==> src/hdl/spy_pkg.sv <==
// ########################################
// spi flash spy shared definitions
// record structs, host bus request,
// flash opcodes and the register map
// ########################################

package spy_pkg;

	// one finished flash transaction
	typedef struct packed {
		logic [7:0]  cmd;
		logic [23:0] addr;
		logic [11:0] len; // bytes after the header, saturating
	} spi_cmd_t;

	// one page-program data byte
	typedef struct packed {
		logic [7:0] addr; // byte address in the buffer
		logic [7:0] data;
	} wbuf_wr_t;

	// host request, held with iomem_valid
	typedef struct packed {
		logic [31:0] addr;
		logic [31:0] wdata;
		logic [3:0]  wstrb;
	} iomem_req_t;

	// flash opcodes
	localparam logic [7:0] op_read         = 8'h03;
	localparam logic [7:0] op_fast_read    = 8'h0B;
	localparam logic [7:0] op_page_prog    = 8'h02;
	localparam logic [7:0] op_sector_erase = 8'h20;
	localparam logic [7:0] op_read_status  = 8'h05;
	localparam logic [7:0] op_write_enable = 8'h06;

	// host address regions, bits 31:20
	localparam logic [11:0] spy_region  = 12'h040;
	localparam logic [11:0] wbuf_region = 12'h041;

	// register offsets, bits 7:0
	localparam logic [7:0] reg_cmd    = 8'h00;
	localparam logic [7:0] reg_addr   = 8'h04;
	localparam logic [7:0] reg_len_sr = 8'h08;
	localparam logic [7:0] reg_count  = 8'h0C;

	localparam int wbuf_words = 64;
	localparam int ts_width   = 24;

endpackage
==> src/hdl/spi_spy_top.sv <==
// ########################################
// spi flash spy top level
// decoder, write buffer and host registers
// ########################################

`timescale 1ns/1ps

module spi_spy_top
	import spy_pkg::*;
(
	input  logic        clk,
	input  logic        resetn,
	input  logic        spi_cs_n,
	input  logic        spi_sclk,
	input  logic        spi_mosi,
	output logic        spi_miso,
	output logic        spi_miso_oe,
	input  logic        iomem_valid,
	input  iomem_req_t  iomem_req,
	output logic        iomem_ready,
	output logic [31:0] iomem_rdata
);

	logic        cmd_valid;
	spi_cmd_t    cmd;
	logic        wr_valid;
	wbuf_wr_t    wr;
	logic        sr_valid;
	logic [7:0]  sr_value;
	logic [5:0]  rd_index;
	logic [31:0] rd_word;

	spi_cmd_decoder i_spi_cmd_decoder (
		.clk         (clk),
		.resetn      (resetn),
		.spi_cs_n    (spi_cs_n),
		.spi_sclk    (spi_sclk),
		.spi_mosi    (spi_mosi),
		.spi_miso    (spi_miso),
		.spi_miso_oe (spi_miso_oe),
		.cmd_valid   (cmd_valid),
		.cmd         (cmd),
		.wr_valid    (wr_valid),
		.wr          (wr),
		.sr_valid    (sr_valid),
		.sr_value    (sr_value)
	);

	spi_write_buffer i_spi_write_buffer (
		.clk      (clk),
		.wr_valid (wr_valid),
		.wr       (wr),
		.rd_index (rd_index),
		.rd_word  (rd_word)
	);

	spy_regs i_spy_regs (
		.clk         (clk),
		.resetn      (resetn),
		.iomem_valid (iomem_valid),
		.iomem_req   (iomem_req),
		.iomem_ready (iomem_ready),
		.iomem_rdata (iomem_rdata),
		.cmd_valid   (cmd_valid),
		.cmd         (cmd),
		.sr_valid    (sr_valid),
		.sr_value    (sr_value),
		.rd_index    (rd_index),
		.rd_word     (rd_word)
	);

endmodule

==> src/hdl/spy_regs.sv <==
// ########################################
// spy host register block
// timestamped last command, event count,
// status byte write and buffer read window
// ########################################

`timescale 1ns/1ps

module spy_regs
	import spy_pkg::*;
(
	input  logic        clk,
	input  logic        resetn,
	input  logic        iomem_valid,
	input  iomem_req_t  iomem_req,
	output logic        iomem_ready,
	output logic [31:0] iomem_rdata,
	input  logic        cmd_valid,
	input  spi_cmd_t    cmd,
	output logic        sr_valid,
	output logic [7:0]  sr_value,
	output logic [5:0]  rd_index,
	input  logic [31:0] rd_word
);

	logic [ts_width-1:0] timestamp;
	logic [ts_width-1:0] cmd_ts;
	spi_cmd_t            last_cmd;
	logic [15:0]         event_count;
	logic [7:0]          sr_shadow;

	logic        spy_sel;
	logic        wbuf_sel;
	logic [7:0]  offset;
	logic        take;    // first cycle of a request
	logic [31:0] reg_rdata;
	logic [31:0] rdata_q;
	logic        wbuf_rd; // current answer comes from the buffer

	assign spy_sel  = iomem_req.addr[31:20] == spy_region;
	assign wbuf_sel = iomem_req.addr[31:20] == wbuf_region;
	assign offset   = iomem_req.addr[7:0];
	assign rd_index = iomem_req.addr[7:2];
	assign take     = iomem_valid && !iomem_ready;

	always_ff @(posedge clk) begin
		if (!resetn) begin
			timestamp   <= '0;
			event_count <= '0;
		end else begin
			timestamp <= timestamp + 1'b1; // free running
			if (cmd_valid)
				event_count <= event_count + 16'd1;
		end
	end

	always_ff @(posedge clk) begin
		if (cmd_valid) begin
			last_cmd <= cmd;
			cmd_ts   <= timestamp;
		end
	end

	always_comb begin
		reg_rdata = '0; // unknown offsets read zero
		case (offset)
			reg_cmd:    reg_rdata = {cmd_ts, last_cmd.cmd};
			reg_addr:   reg_rdata = {8'h00, last_cmd.addr};
			reg_len_sr: reg_rdata = {12'h000, last_cmd.len, sr_shadow};
			reg_count:  reg_rdata = {16'h0000, event_count};
			default:    reg_rdata = '0;
		endcase
	end

	always_ff @(posedge clk) begin
		if (!resetn) begin
			iomem_ready <= 1'b0;
			sr_valid    <= 1'b0;
			sr_shadow   <= '0;
			wbuf_rd     <= 1'b0;
		end else begin
			iomem_ready <= 1'b0;
			sr_valid    <= 1'b0;
			if (take) begin
				iomem_ready <= 1'b1;
				wbuf_rd     <= wbuf_sel;
				if (spy_sel && offset == reg_len_sr && iomem_req.wstrb[0]) begin
					sr_shadow <= iomem_req.wdata[7:0];
					sr_valid  <= 1'b1;
				end
			end
		end
	end

	always_ff @(posedge clk) begin
		if (take)
			rdata_q <= spy_sel ? reg_rdata : 32'h0;
	end

	// buffer word arrives together with ready
	assign iomem_rdata = wbuf_rd ? rd_word : rdata_q;
	assign sr_value    = sr_shadow;

endmodule

==> src/hdl/spi_write_buffer.sv <==
// ########################################
// page-program write buffer
// byte wide writes from the decoder, one
// registered 32-bit word read for the host
// ########################################

`timescale 1ns/1ps

module spi_write_buffer
	import spy_pkg::*;
(
	input  logic        clk,
	input  logic        wr_valid,
	input  wbuf_wr_t    wr,
	input  logic [5:0]  rd_index,
	output logic [31:0] rd_word
);

	logic [31:0] mem [wbuf_words];
	logic [5:0]  wr_index;
	logic [1:0]  wr_lane;

	assign wr_index = wr.addr[7:2];
	assign wr_lane  = wr.addr[1:0]; // byte lane in the word

	always_ff @(posedge clk) begin
		if (wr_valid)
			mem[wr_index][{wr_lane, 3'b000} +: 8] <= wr.data;
	end

	// read data one clock after the index
	always_ff @(posedge clk) begin
		rd_word <= mem[rd_index];
	end

endmodule

==> src/hdl/spi_cmd_decoder.sv <==
// ########################################
// spi flash command decoder
// oversamples cs, sclk and mosi, builds one
// record per transaction, emits write bytes
// and answers read-status on miso
// ########################################

`timescale 1ns/1ps

module spi_cmd_decoder
	import spy_pkg::*;
(
	input  logic       clk,
	input  logic       resetn,
	input  logic       spi_cs_n,
	input  logic       spi_sclk,
	input  logic       spi_mosi,
	output logic       spi_miso,
	output logic       spi_miso_oe,
	output logic       cmd_valid,
	output spi_cmd_t   cmd,
	output logic       wr_valid,
	output wbuf_wr_t   wr,
	input  logic       sr_valid,
	input  logic [7:0] sr_value
);

	// two flop synchronizers, bit 1 is the usable one
	logic [1:0] cs_sync;
	logic [1:0] sclk_sync;
	logic [1:0] mosi_sync;
	logic       cs_prev;
	logic       sclk_prev;

	logic       active;
	logic       cs_fall;
	logic       cs_rise;
	logic       sclk_rise;
	logic       sclk_fall;

	logic [2:0] bit_cnt;
	logic [2:0] byte_cnt; // saturates at 4, header done
	logic [6:0] shift_in;
	logic [7:0] rx_byte;
	spi_cmd_t   cur;      // record being built

	logic [7:0] status;   // emulated status register
	logic       sr_mode;
	logic [2:0] tx_cnt;
	logic [7:0] tx_shift;

	function automatic logic is_addressed(input logic [7:0] op);
		return op inside {op_read, op_fast_read, op_page_prog, op_sector_erase};
	endfunction

	always_ff @(posedge clk) begin
		if (!resetn) begin
			cs_sync   <= 2'b11; // bus idle
			cs_prev   <= 1'b1;
			sclk_sync <= 2'b00;
			sclk_prev <= 1'b0;
		end else begin
			cs_sync   <= {cs_sync[0], spi_cs_n};
			cs_prev   <= cs_sync[1];
			sclk_sync <= {sclk_sync[0], spi_sclk};
			sclk_prev <= sclk_sync[1];
		end
	end

	always_ff @(posedge clk) begin
		mosi_sync <= {mosi_sync[0], spi_mosi};
	end

	assign active    = !cs_sync[1];
	assign cs_fall   = !cs_sync[1] && cs_prev;
	assign cs_rise   = cs_sync[1] && !cs_prev;
	assign sclk_rise = sclk_sync[1] && !sclk_prev;
	assign sclk_fall = !sclk_sync[1] && sclk_prev;
	assign rx_byte   = {shift_in, mosi_sync[1]};

	always_ff @(posedge clk) begin
		if (!resetn) begin
			bit_cnt     <= '0;
			byte_cnt    <= '0;
			cur         <= '0;
			cmd_valid   <= 1'b0;
			wr_valid    <= 1'b0;
			sr_mode     <= 1'b0;
			spi_miso_oe <= 1'b0;
		end else begin
			cmd_valid <= 1'b0;
			wr_valid  <= 1'b0;
			if (cs_fall) begin
				// start of a new transaction
				bit_cnt  <= '0;
				byte_cnt <= '0;
				cur      <= '0;
				sr_mode  <= 1'b0;
			end else if (cs_rise) begin
				cmd_valid   <= (byte_cnt != 3'd0); // need at least the opcode
				sr_mode     <= 1'b0;
				spi_miso_oe <= 1'b0;
			end else if (sclk_rise && active) begin
				bit_cnt  <= bit_cnt + 3'd1;
				shift_in <= rx_byte[6:0];
				if (bit_cnt == 3'd7) begin
					if (byte_cnt != 3'd4)
						byte_cnt <= byte_cnt + 3'd1;
					if (byte_cnt == 3'd0) begin
						cur.cmd <= rx_byte;
						if (rx_byte == op_read_status) begin
							sr_mode     <= 1'b1;
							spi_miso_oe <= 1'b1;
						end
					end else if (is_addressed(cur.cmd) && byte_cnt != 3'd4) begin
						cur.addr <= {cur.addr[15:0], rx_byte}; // msb first
					end else begin
						if (cur.len != '1)
							cur.len <= cur.len + 12'd1;
						if (cur.cmd == op_page_prog) begin
							wr_valid <= 1'b1;
							wr.addr  <= cur.addr[7:0] + cur.len[7:0]; // wraps at 256
							wr.data  <= rx_byte;
						end
					end
				end
			end
		end
	end

	assign cmd = cur;

	// status answer, each byte starts on the falling edge after the last
	always_ff @(posedge clk) begin
		if (!resetn) begin
			status   <= '0;
			tx_cnt   <= '0;
			tx_shift <= '0;
		end else begin
			if (sr_valid)
				status <= sr_value;
			if (cs_fall) begin
				tx_cnt <= '0;
			end else if (sclk_fall && sr_mode) begin
				tx_cnt <= tx_cnt + 3'd1;
				if (tx_cnt == 3'd0)
					tx_shift <= status; // reload every byte
				else
					tx_shift <= {tx_shift[6:0], 1'b0};
			end
		end
	end

	assign spi_miso = tx_shift[7];

endmodule

==> config.mk <==
export PLATFORM = sky130hd
export DESIGN_NAME = spi_spy_top
export DESIGN_NICKNAME = d
export VERILOG_FILES = /design/src/hdl/spy_pkg.sv /design/src/hdl/spi_spy_top.sv /design/src/hdl/spy_regs.sv /design/src/hdl/spi_write_buffer.sv /design/src/hdl/spi_cmd_decoder.sv
export SDC_FILE = /design/constraint.sdc
export NUM_CORES = 2
export LEC_CHECK = 0
export ABC_AREA = 1
export BUFFER_PORTS_ARGS = -buffer_cell sky130_fd_sc_hd__clkbuf_2
export CORE_MARGIN = 4
export CORE_UTILIZATION = 46
export DETAILED_ROUTE_END_ITERATION = 12
export PLACE_DENSITY_LB_ADDON = 0.2
export SLEW_MARGIN = 20
export SYNTH_ARGS = -nofsm -noshare
export SYNTH_HDL_FRONTEND = slang
export SYNTH_SLANG_ARGS = --single-unit
export TNS_END_PERCENT = 5
==> constraint.sdc <==
create_clock -name clk -period 4.7 [get_ports clk]
set_input_delay 0.47 -clock clk [delete_from_list [all_inputs] [get_ports clk]]
set_output_delay 0.47 -clock clk [all_outputs]
set_load 0.005 [all_outputs]
**After elaboration in Yosys (flattened, before gate mapping)**

Memory sizes are Yosys's and may differ from the RTL's. A register that Yosys moved wholly into a read port is not among the register bits.
Index checks and enable logic that the tools add are counted.

- Bits in registers: 255
- Memory bits (writable): 2048
- Bits of input ports: 74
- Output and inout bits: 35
- Word-level logic and storage cells: 115
- Memories kept: 1

- Add/sub/neg operators: 8
- Eq/ne operators: 13
- Shifts and indexed selects: 2
- Multiplexer cells: 13
- Bitwise operators: 7
- Reductions and logical operators: 40

Memories:

| memory | depth | width | rd ports | clocked after memory_dff | write ports | RTL line | RTL |
|---|---|---|---|---|---|---|---|
| i_spi_write_buffer.mem | 64 | 32 | 1 | 1 | 1 | spi_write_buffer.sv:19 | `logic [31:0] mem [wbuf_words];` |

Operator list:

| operator | number |
|---|---|
| case mux 32 bit (4 select lines) | 1 |
| 2-to-1 mux 32 bit | 2 |
| variable shift 8 x 7 -> 32 bit, first input constant | 1 |
| variable part select 8 x 7 -> 32 bit | 1 |
| adder 24 x 1 -> 24 bit, second input constant | 1 |
| == test 12 x 7 -> 1 bit, second input constant | 2 |
| == test 8 x 4 -> 1 bit, second input constant | 3 |
| adder 16 x 1 -> 16 bit, second input constant | 1 |
| == test 8 x 2 -> 1 bit, second input constant | 2 |
| == test 8 x 3 -> 1 bit, second input constant | 2 |
| AND reduction 4 bit | 4 |
| adder 12 x 1 -> 12 bit, second input constant | 1 |
| inequality test 12 bit, second input constant | 1 |
| logical AND 1 bit | 10 |
| AND reduction 5 bit | 2 |
| adder 3 x 1 -> 3 bit, second input constant | 3 |
| 2-to-1 mux 1 bit | 9 |
| adder 8 bit | 1 |
| == test 8 x 6 -> 1 bit, second input constant | 1 |
| logical NOT 8 bit | 1 |
| 2-to-1 mux 8 bit | 1 |
| AND reduction 2 bit | 4 |
| AND reduction 8 bit | 1 |
| nonzero test 2 bit | 4 |
| other kinds (12) | 24 |

**Longest topological paths before layout**

- Depth in word-level cells: 6
- Gate-level depth with buffers: 15
- Gate-level depth less buffers: 13

**By module**

From an unflattened synthesis, not the netlist that was laid out.

- Cell total of the unflattened synthesis: 8364
- Area total of the unflattened synthesis: 95419.0 µm²

Modules (own cells, without submodules):

| module | times used | cells each | area an instance (µm²) | sequential area each (µm²) |
|---|---|---|---|---|
| spi_write_buffer | 1 | 7100 | 84108.2 | 62139.6 |
| spy_regs | 1 | 705 | 6769.0 | 4023.9 |
| spi_cmd_decoder | 1 | 559 | 4541.9 | 2312.2 |

**Worst setup path after synthesis**

OpenSTA, ideal clock, no wires.

- Path type: flip-flop to flip-flop
- Start point: reg, netlist name i_spi_cmd_decoder.wr[8]
- End point: mem i_spi_write_buffer.mem[0][16], data pin
- Setup time: 0.680 ns
- Data arrival time: 3.965 ns
- Data required time: 4.020 ns
- Setup slack: 0.054 ns
- Stages on the path, launching flop included: 7
- Path buffers: 2
- Period minus slack after synthesis: 4.646 ns
- Cell sequence: edfxtp_1 > clkbuf_1 > inv_1 > ha_1 > clkbuf_1 > nand2_1 > nor3_1

- Longest elaborated chain between the ends: 2

RTL lines:

| element | RTL line | RTL |
|---|---|---|
| negation 5 -> 7 bit | spi_write_buffer.sv:28 | `mem[wr_index][{wr_lane, 3'b000} +: 8] <= wr.data;` |
| variable part select 8 x 7 -> 32 bit | spi_write_buffer.sv:28 |  |
| end: declaration | spi_write_buffer.sv:19 |  |

No other way between the ends.

**Final worst setup path**

- Start point: reg, netlist name i_spi_cmd_decoder.wr[8]
- End point: mem i_spi_write_buffer.mem[19][3], data pin

- Longest elaborated chain between the ends: 2

RTL lines:

| element | RTL line |
|---|---|
| negation 5 -> 7 bit | spi_write_buffer.sv:28 |
| variable part select 8 x 7 -> 32 bit | spi_write_buffer.sv:28 |

No other way between the ends.

==> impl_metrics.yaml <==
run_status:
  status: "finished, final reports clean"
placed_design:
  gp_congestion: 0.8983
  portBuffers: 69
  hpwlAfterDp_um: 164500
route:
  drtPass1Iterations: 11
  wl_per_cell_um: 22.78
  ant_nets: 0
  dr.first_iter.drc_count: 7709
  wl_um: 277600
  vias_per_cell: 5.369
  via_count: 65440
  drcViolationCount: 0
synth:
  synth_common_cells: "4398 x nand2_1, 2171 x edfxtp_1, 692 x nor2_1"
  yosysMostFrequentCell: "nand2_1"
  avgSynthCellArea_sq_um: 10.49
  synth_enable_flop_cells: 2171
  synth-seq-cells: 2335
  netlist_area_sq_um: 96470
  ys_types: 41
  syn_nets: 9290
  yosys-top-cells-area: "edfxtp_1 68%, nand2_1 17%, dfxtp_1 3.4%, nor2_1 2.7%, nand3_1 2.3%"
  synthArstFlopShare_pct: 0
  synth_flop_cell: "edfxtp_1"
  synth_top_cell_area_share_pct: 67.58
  synth_largest_area_cell: "edfxtp_1"
  synth_cells: 9192
  yosys_warnings: 0
  ys_seq_area_share_pct: 70.98
power_and_ir_drop:
  clockPowerShare_pct: 42.5
  switching_share_pct: 22.06
  combPwrFrac_pct: 4.7
  p_int_mw: 33.22
  irDropWorstVdd_mv: 0.3912
  power_density_nw_per_um2: 395.8
  p_leak_nw: 41.08
  p_seq_share_pct: 52.8
  p_sw_mw: 9.403
worst_setup_path:
  critPathMaxFanout: 26
  worstPathRequired_ps: 5380
  critical_path_class: "reg2reg"
  end_kind: "flop"
  cp.arrival_ps: 4560
  startpoint_type: "flop"
floorplan:
  dieHeight_um: 466.0
  fp.dieW_um: 466.0
  fp-row-count: 167
  core_area_sq_um: 207900
  io_pins: 109
  initial_utilization_pct: 46.40
  die_area_sq_um: 217100
final_layout:
  seq_area_sq_um: 68480
  fillCellCount: 18070
  fin_nets: 9296
  syn2layout_area_growth_pct: 11.63
  multi_input_area_sq_um: 25070
  final_layout_size_suffix_gt1_share_pct: 6.924
cts:
  clk-insertion-delay-late_ps: 860
  clock_path_buffers: 3
  clock_sink_count: 2335
  post_cts_buffers: 0
  root_buffer: "clkbuf_16"
  clk_pin_slew_ps: 60
  h-tree-depth: 4
  tritoncts: "built"
  cts_made_buffers: 229
timing:
  hold_viol_final: 0
  fin_hold_ws_ps: 110.8
  setup_viol: 0
  fin_skew_ps: 46.25
  period_minus_slack_ps: 3879
  timing.fmax_mhz: 257.8
  tightest_slew_ps: 1212
  slew_viol_final: 0
  fin_tns_setup_ps: 0
  fin_crit_sh_pct: 82.53
  rsz0062_at_grt: "false"
  relSlewSlack_pct: 19.21
global_routing:
  grt_max_degree: 185
  grt_pass1_vias: 61680
  grt_usage_pct: 25.21
  antenna_found_initial: 15
  grt_pass1_wl_um: 406700
  grt.overflow.total: 0
flow_run:
  maxCapViolations: 0
worst_hold_path:
  holdCritPathClass: "in2reg"
cell families after synthesis:
kind of cell	share of synthesized area (%)
simple gates	23.36
flops	70.98
buf+inv	3.323
compound gates	1.540
mux	0.3735
fa+ha+maj	0.3191
xor+xnor	0.09987
layer usage:
layer	global-route usage (%)	vias to the layer above	wire [um]
met4	11.31	16	13030
met3	5.309	594	25540
li1	-	30460	-
met2	38.20	2803	123800
met5	0	-	114
met1	35.15	31570	115200
final timing paths:
| check | startpoint | end | slack [ps] | cells after the start |
|---|---|---|---|---|
| worst min-delay path | iomem_req[36] | i_spy_regs.rdata_q[12]$_SDFFCE_PP0P_ | 110 | 4 |
| worst max-delay path | i_spi_cmd_decoder.wr[8]$_DFFE_PP_ | i_spi_write_buffer.mem[19][3]$_DFFE_PP_ | 820 | 7 |
| worst max register to register | i_spi_cmd_decoder.wr[8]$_DFFE_PP_ | i_spi_write_buffer.mem[19][3]$_DFFE_PP_ | 820 | 7 |
| worst min register to register | i_spi_cmd_decoder.mosi_sync[0]$_DFF_P_ | i_spi_cmd_decoder.mosi_sync[1]$_DFF_P_ | 340 | 0 |
cell usage in the layout (no fill, tap or decap), drive strengths merged:
master       instances
nor2               703
o22ai                6
clkbuf             370
nand4              112
and2                 1
nand3b               2
bufinv              17
dlygate4sd3         16
or2                  5
nor3b               11
xor2                10
nand2             4400
fa                   1
inv                327
o21ai               75
clkinv              89
or3                  1
dfxtp              164
a21oi              187
diode               13
a211oi               1
buf                151
o21a                 4
nand3              443
nor3                45
ha                  23
edfxtp            2171
o211ai               1
clkinvlp             4
a31oi               14
nor4                 1
xnor2                1
mux2                32
cell type report:
cell class                      count  share of cell area (%)
Multi-Input combinational cell   6079                   23.27
Tap cell                         2788                   3.239
Inverter                          321                   1.142
Sequential cell                  2335                   63.59
Clock inverter                    116                   1.039
Antenna cell                       13                 0.03021
Timing Repair Buffer              232                   1.884
Clock buffer                      305                   5.806
stage by stage:
stage | power (mW) | cells | util, % | setup WS, ps | cell area, sq um
3_3_place_gp | 24.91 | 11740 | 48.15 | 1014 | 100100
4_1_cts | 42.83 | 12180 | 51.78 | 882.1 | 107700
5_1_grt | 43.88 | 12180 | 51.79 | 657.0 | 107700
3_5_place_dp | 24.92 | 11740 | 48.16 | 888.1 | 100100
6_report | 42.62 | 12190 | 51.80 | 821.3 | 107700
2_1_floorplan | 24.16 | 9192 | - | 54.30 | 96470
power groups by stage:
stage	sequential, mW	combinational [mW]	clock, mW
6_report	22.5	2.00	18.1
5_1_grt	22.5	2.22	19.2
4_1_cts	22.5	2.00	18.3
3_5_place_dp	22.9	1.98	0
3_3_place_gp	22.9	1.97	0
2_1_floorplan	22.9	1.29	0
worst max-delay path, cell delays in order (launching register included):
cell      delay [ps]
edfxtp_1         580
inv_1            190
ha_1             640
clkinv_1         120
buf_4            260
nand3_1          610
nor2_4           870
buf_4            390
state kept, by name (all words and copies together), names as in the netlist, 3 cells and up:
signal / cells
i_spi_write_buffer.rd_word: 32
i_spy_regs.last_cmd: 44
i_spi_cmd_decoder.tx_cnt: 3
i_spy_regs.timestamp: 24
i_spy_regs.event_count: 16
i_spi_cmd_decoder.wr: 16
i_spi_cmd_decoder.bit_cnt: 3
i_spy_regs.sr_value: 8
i_spi_cmd_decoder.byte_cnt: 3
i_spy_regs.rdata_q: 32
i_spy_regs.cmd_ts: 24
i_spi_write_buffer.mem: 2048
i_spi_cmd_decoder.cmd: 44
i_spi_cmd_decoder.status: 8
i_spi_cmd_decoder.tx_shift: 8
i_spi_cmd_decoder.shift_in: 7
what timing repair did:
action | CTS | global route
hold endpoints to repair | 14 | 0
resized for setup | 0 | 0
hold buffers | 16 | 0
setup endpoints to repair | 0 | 0
No activity file was read; power rests on OpenSTA's default activity.
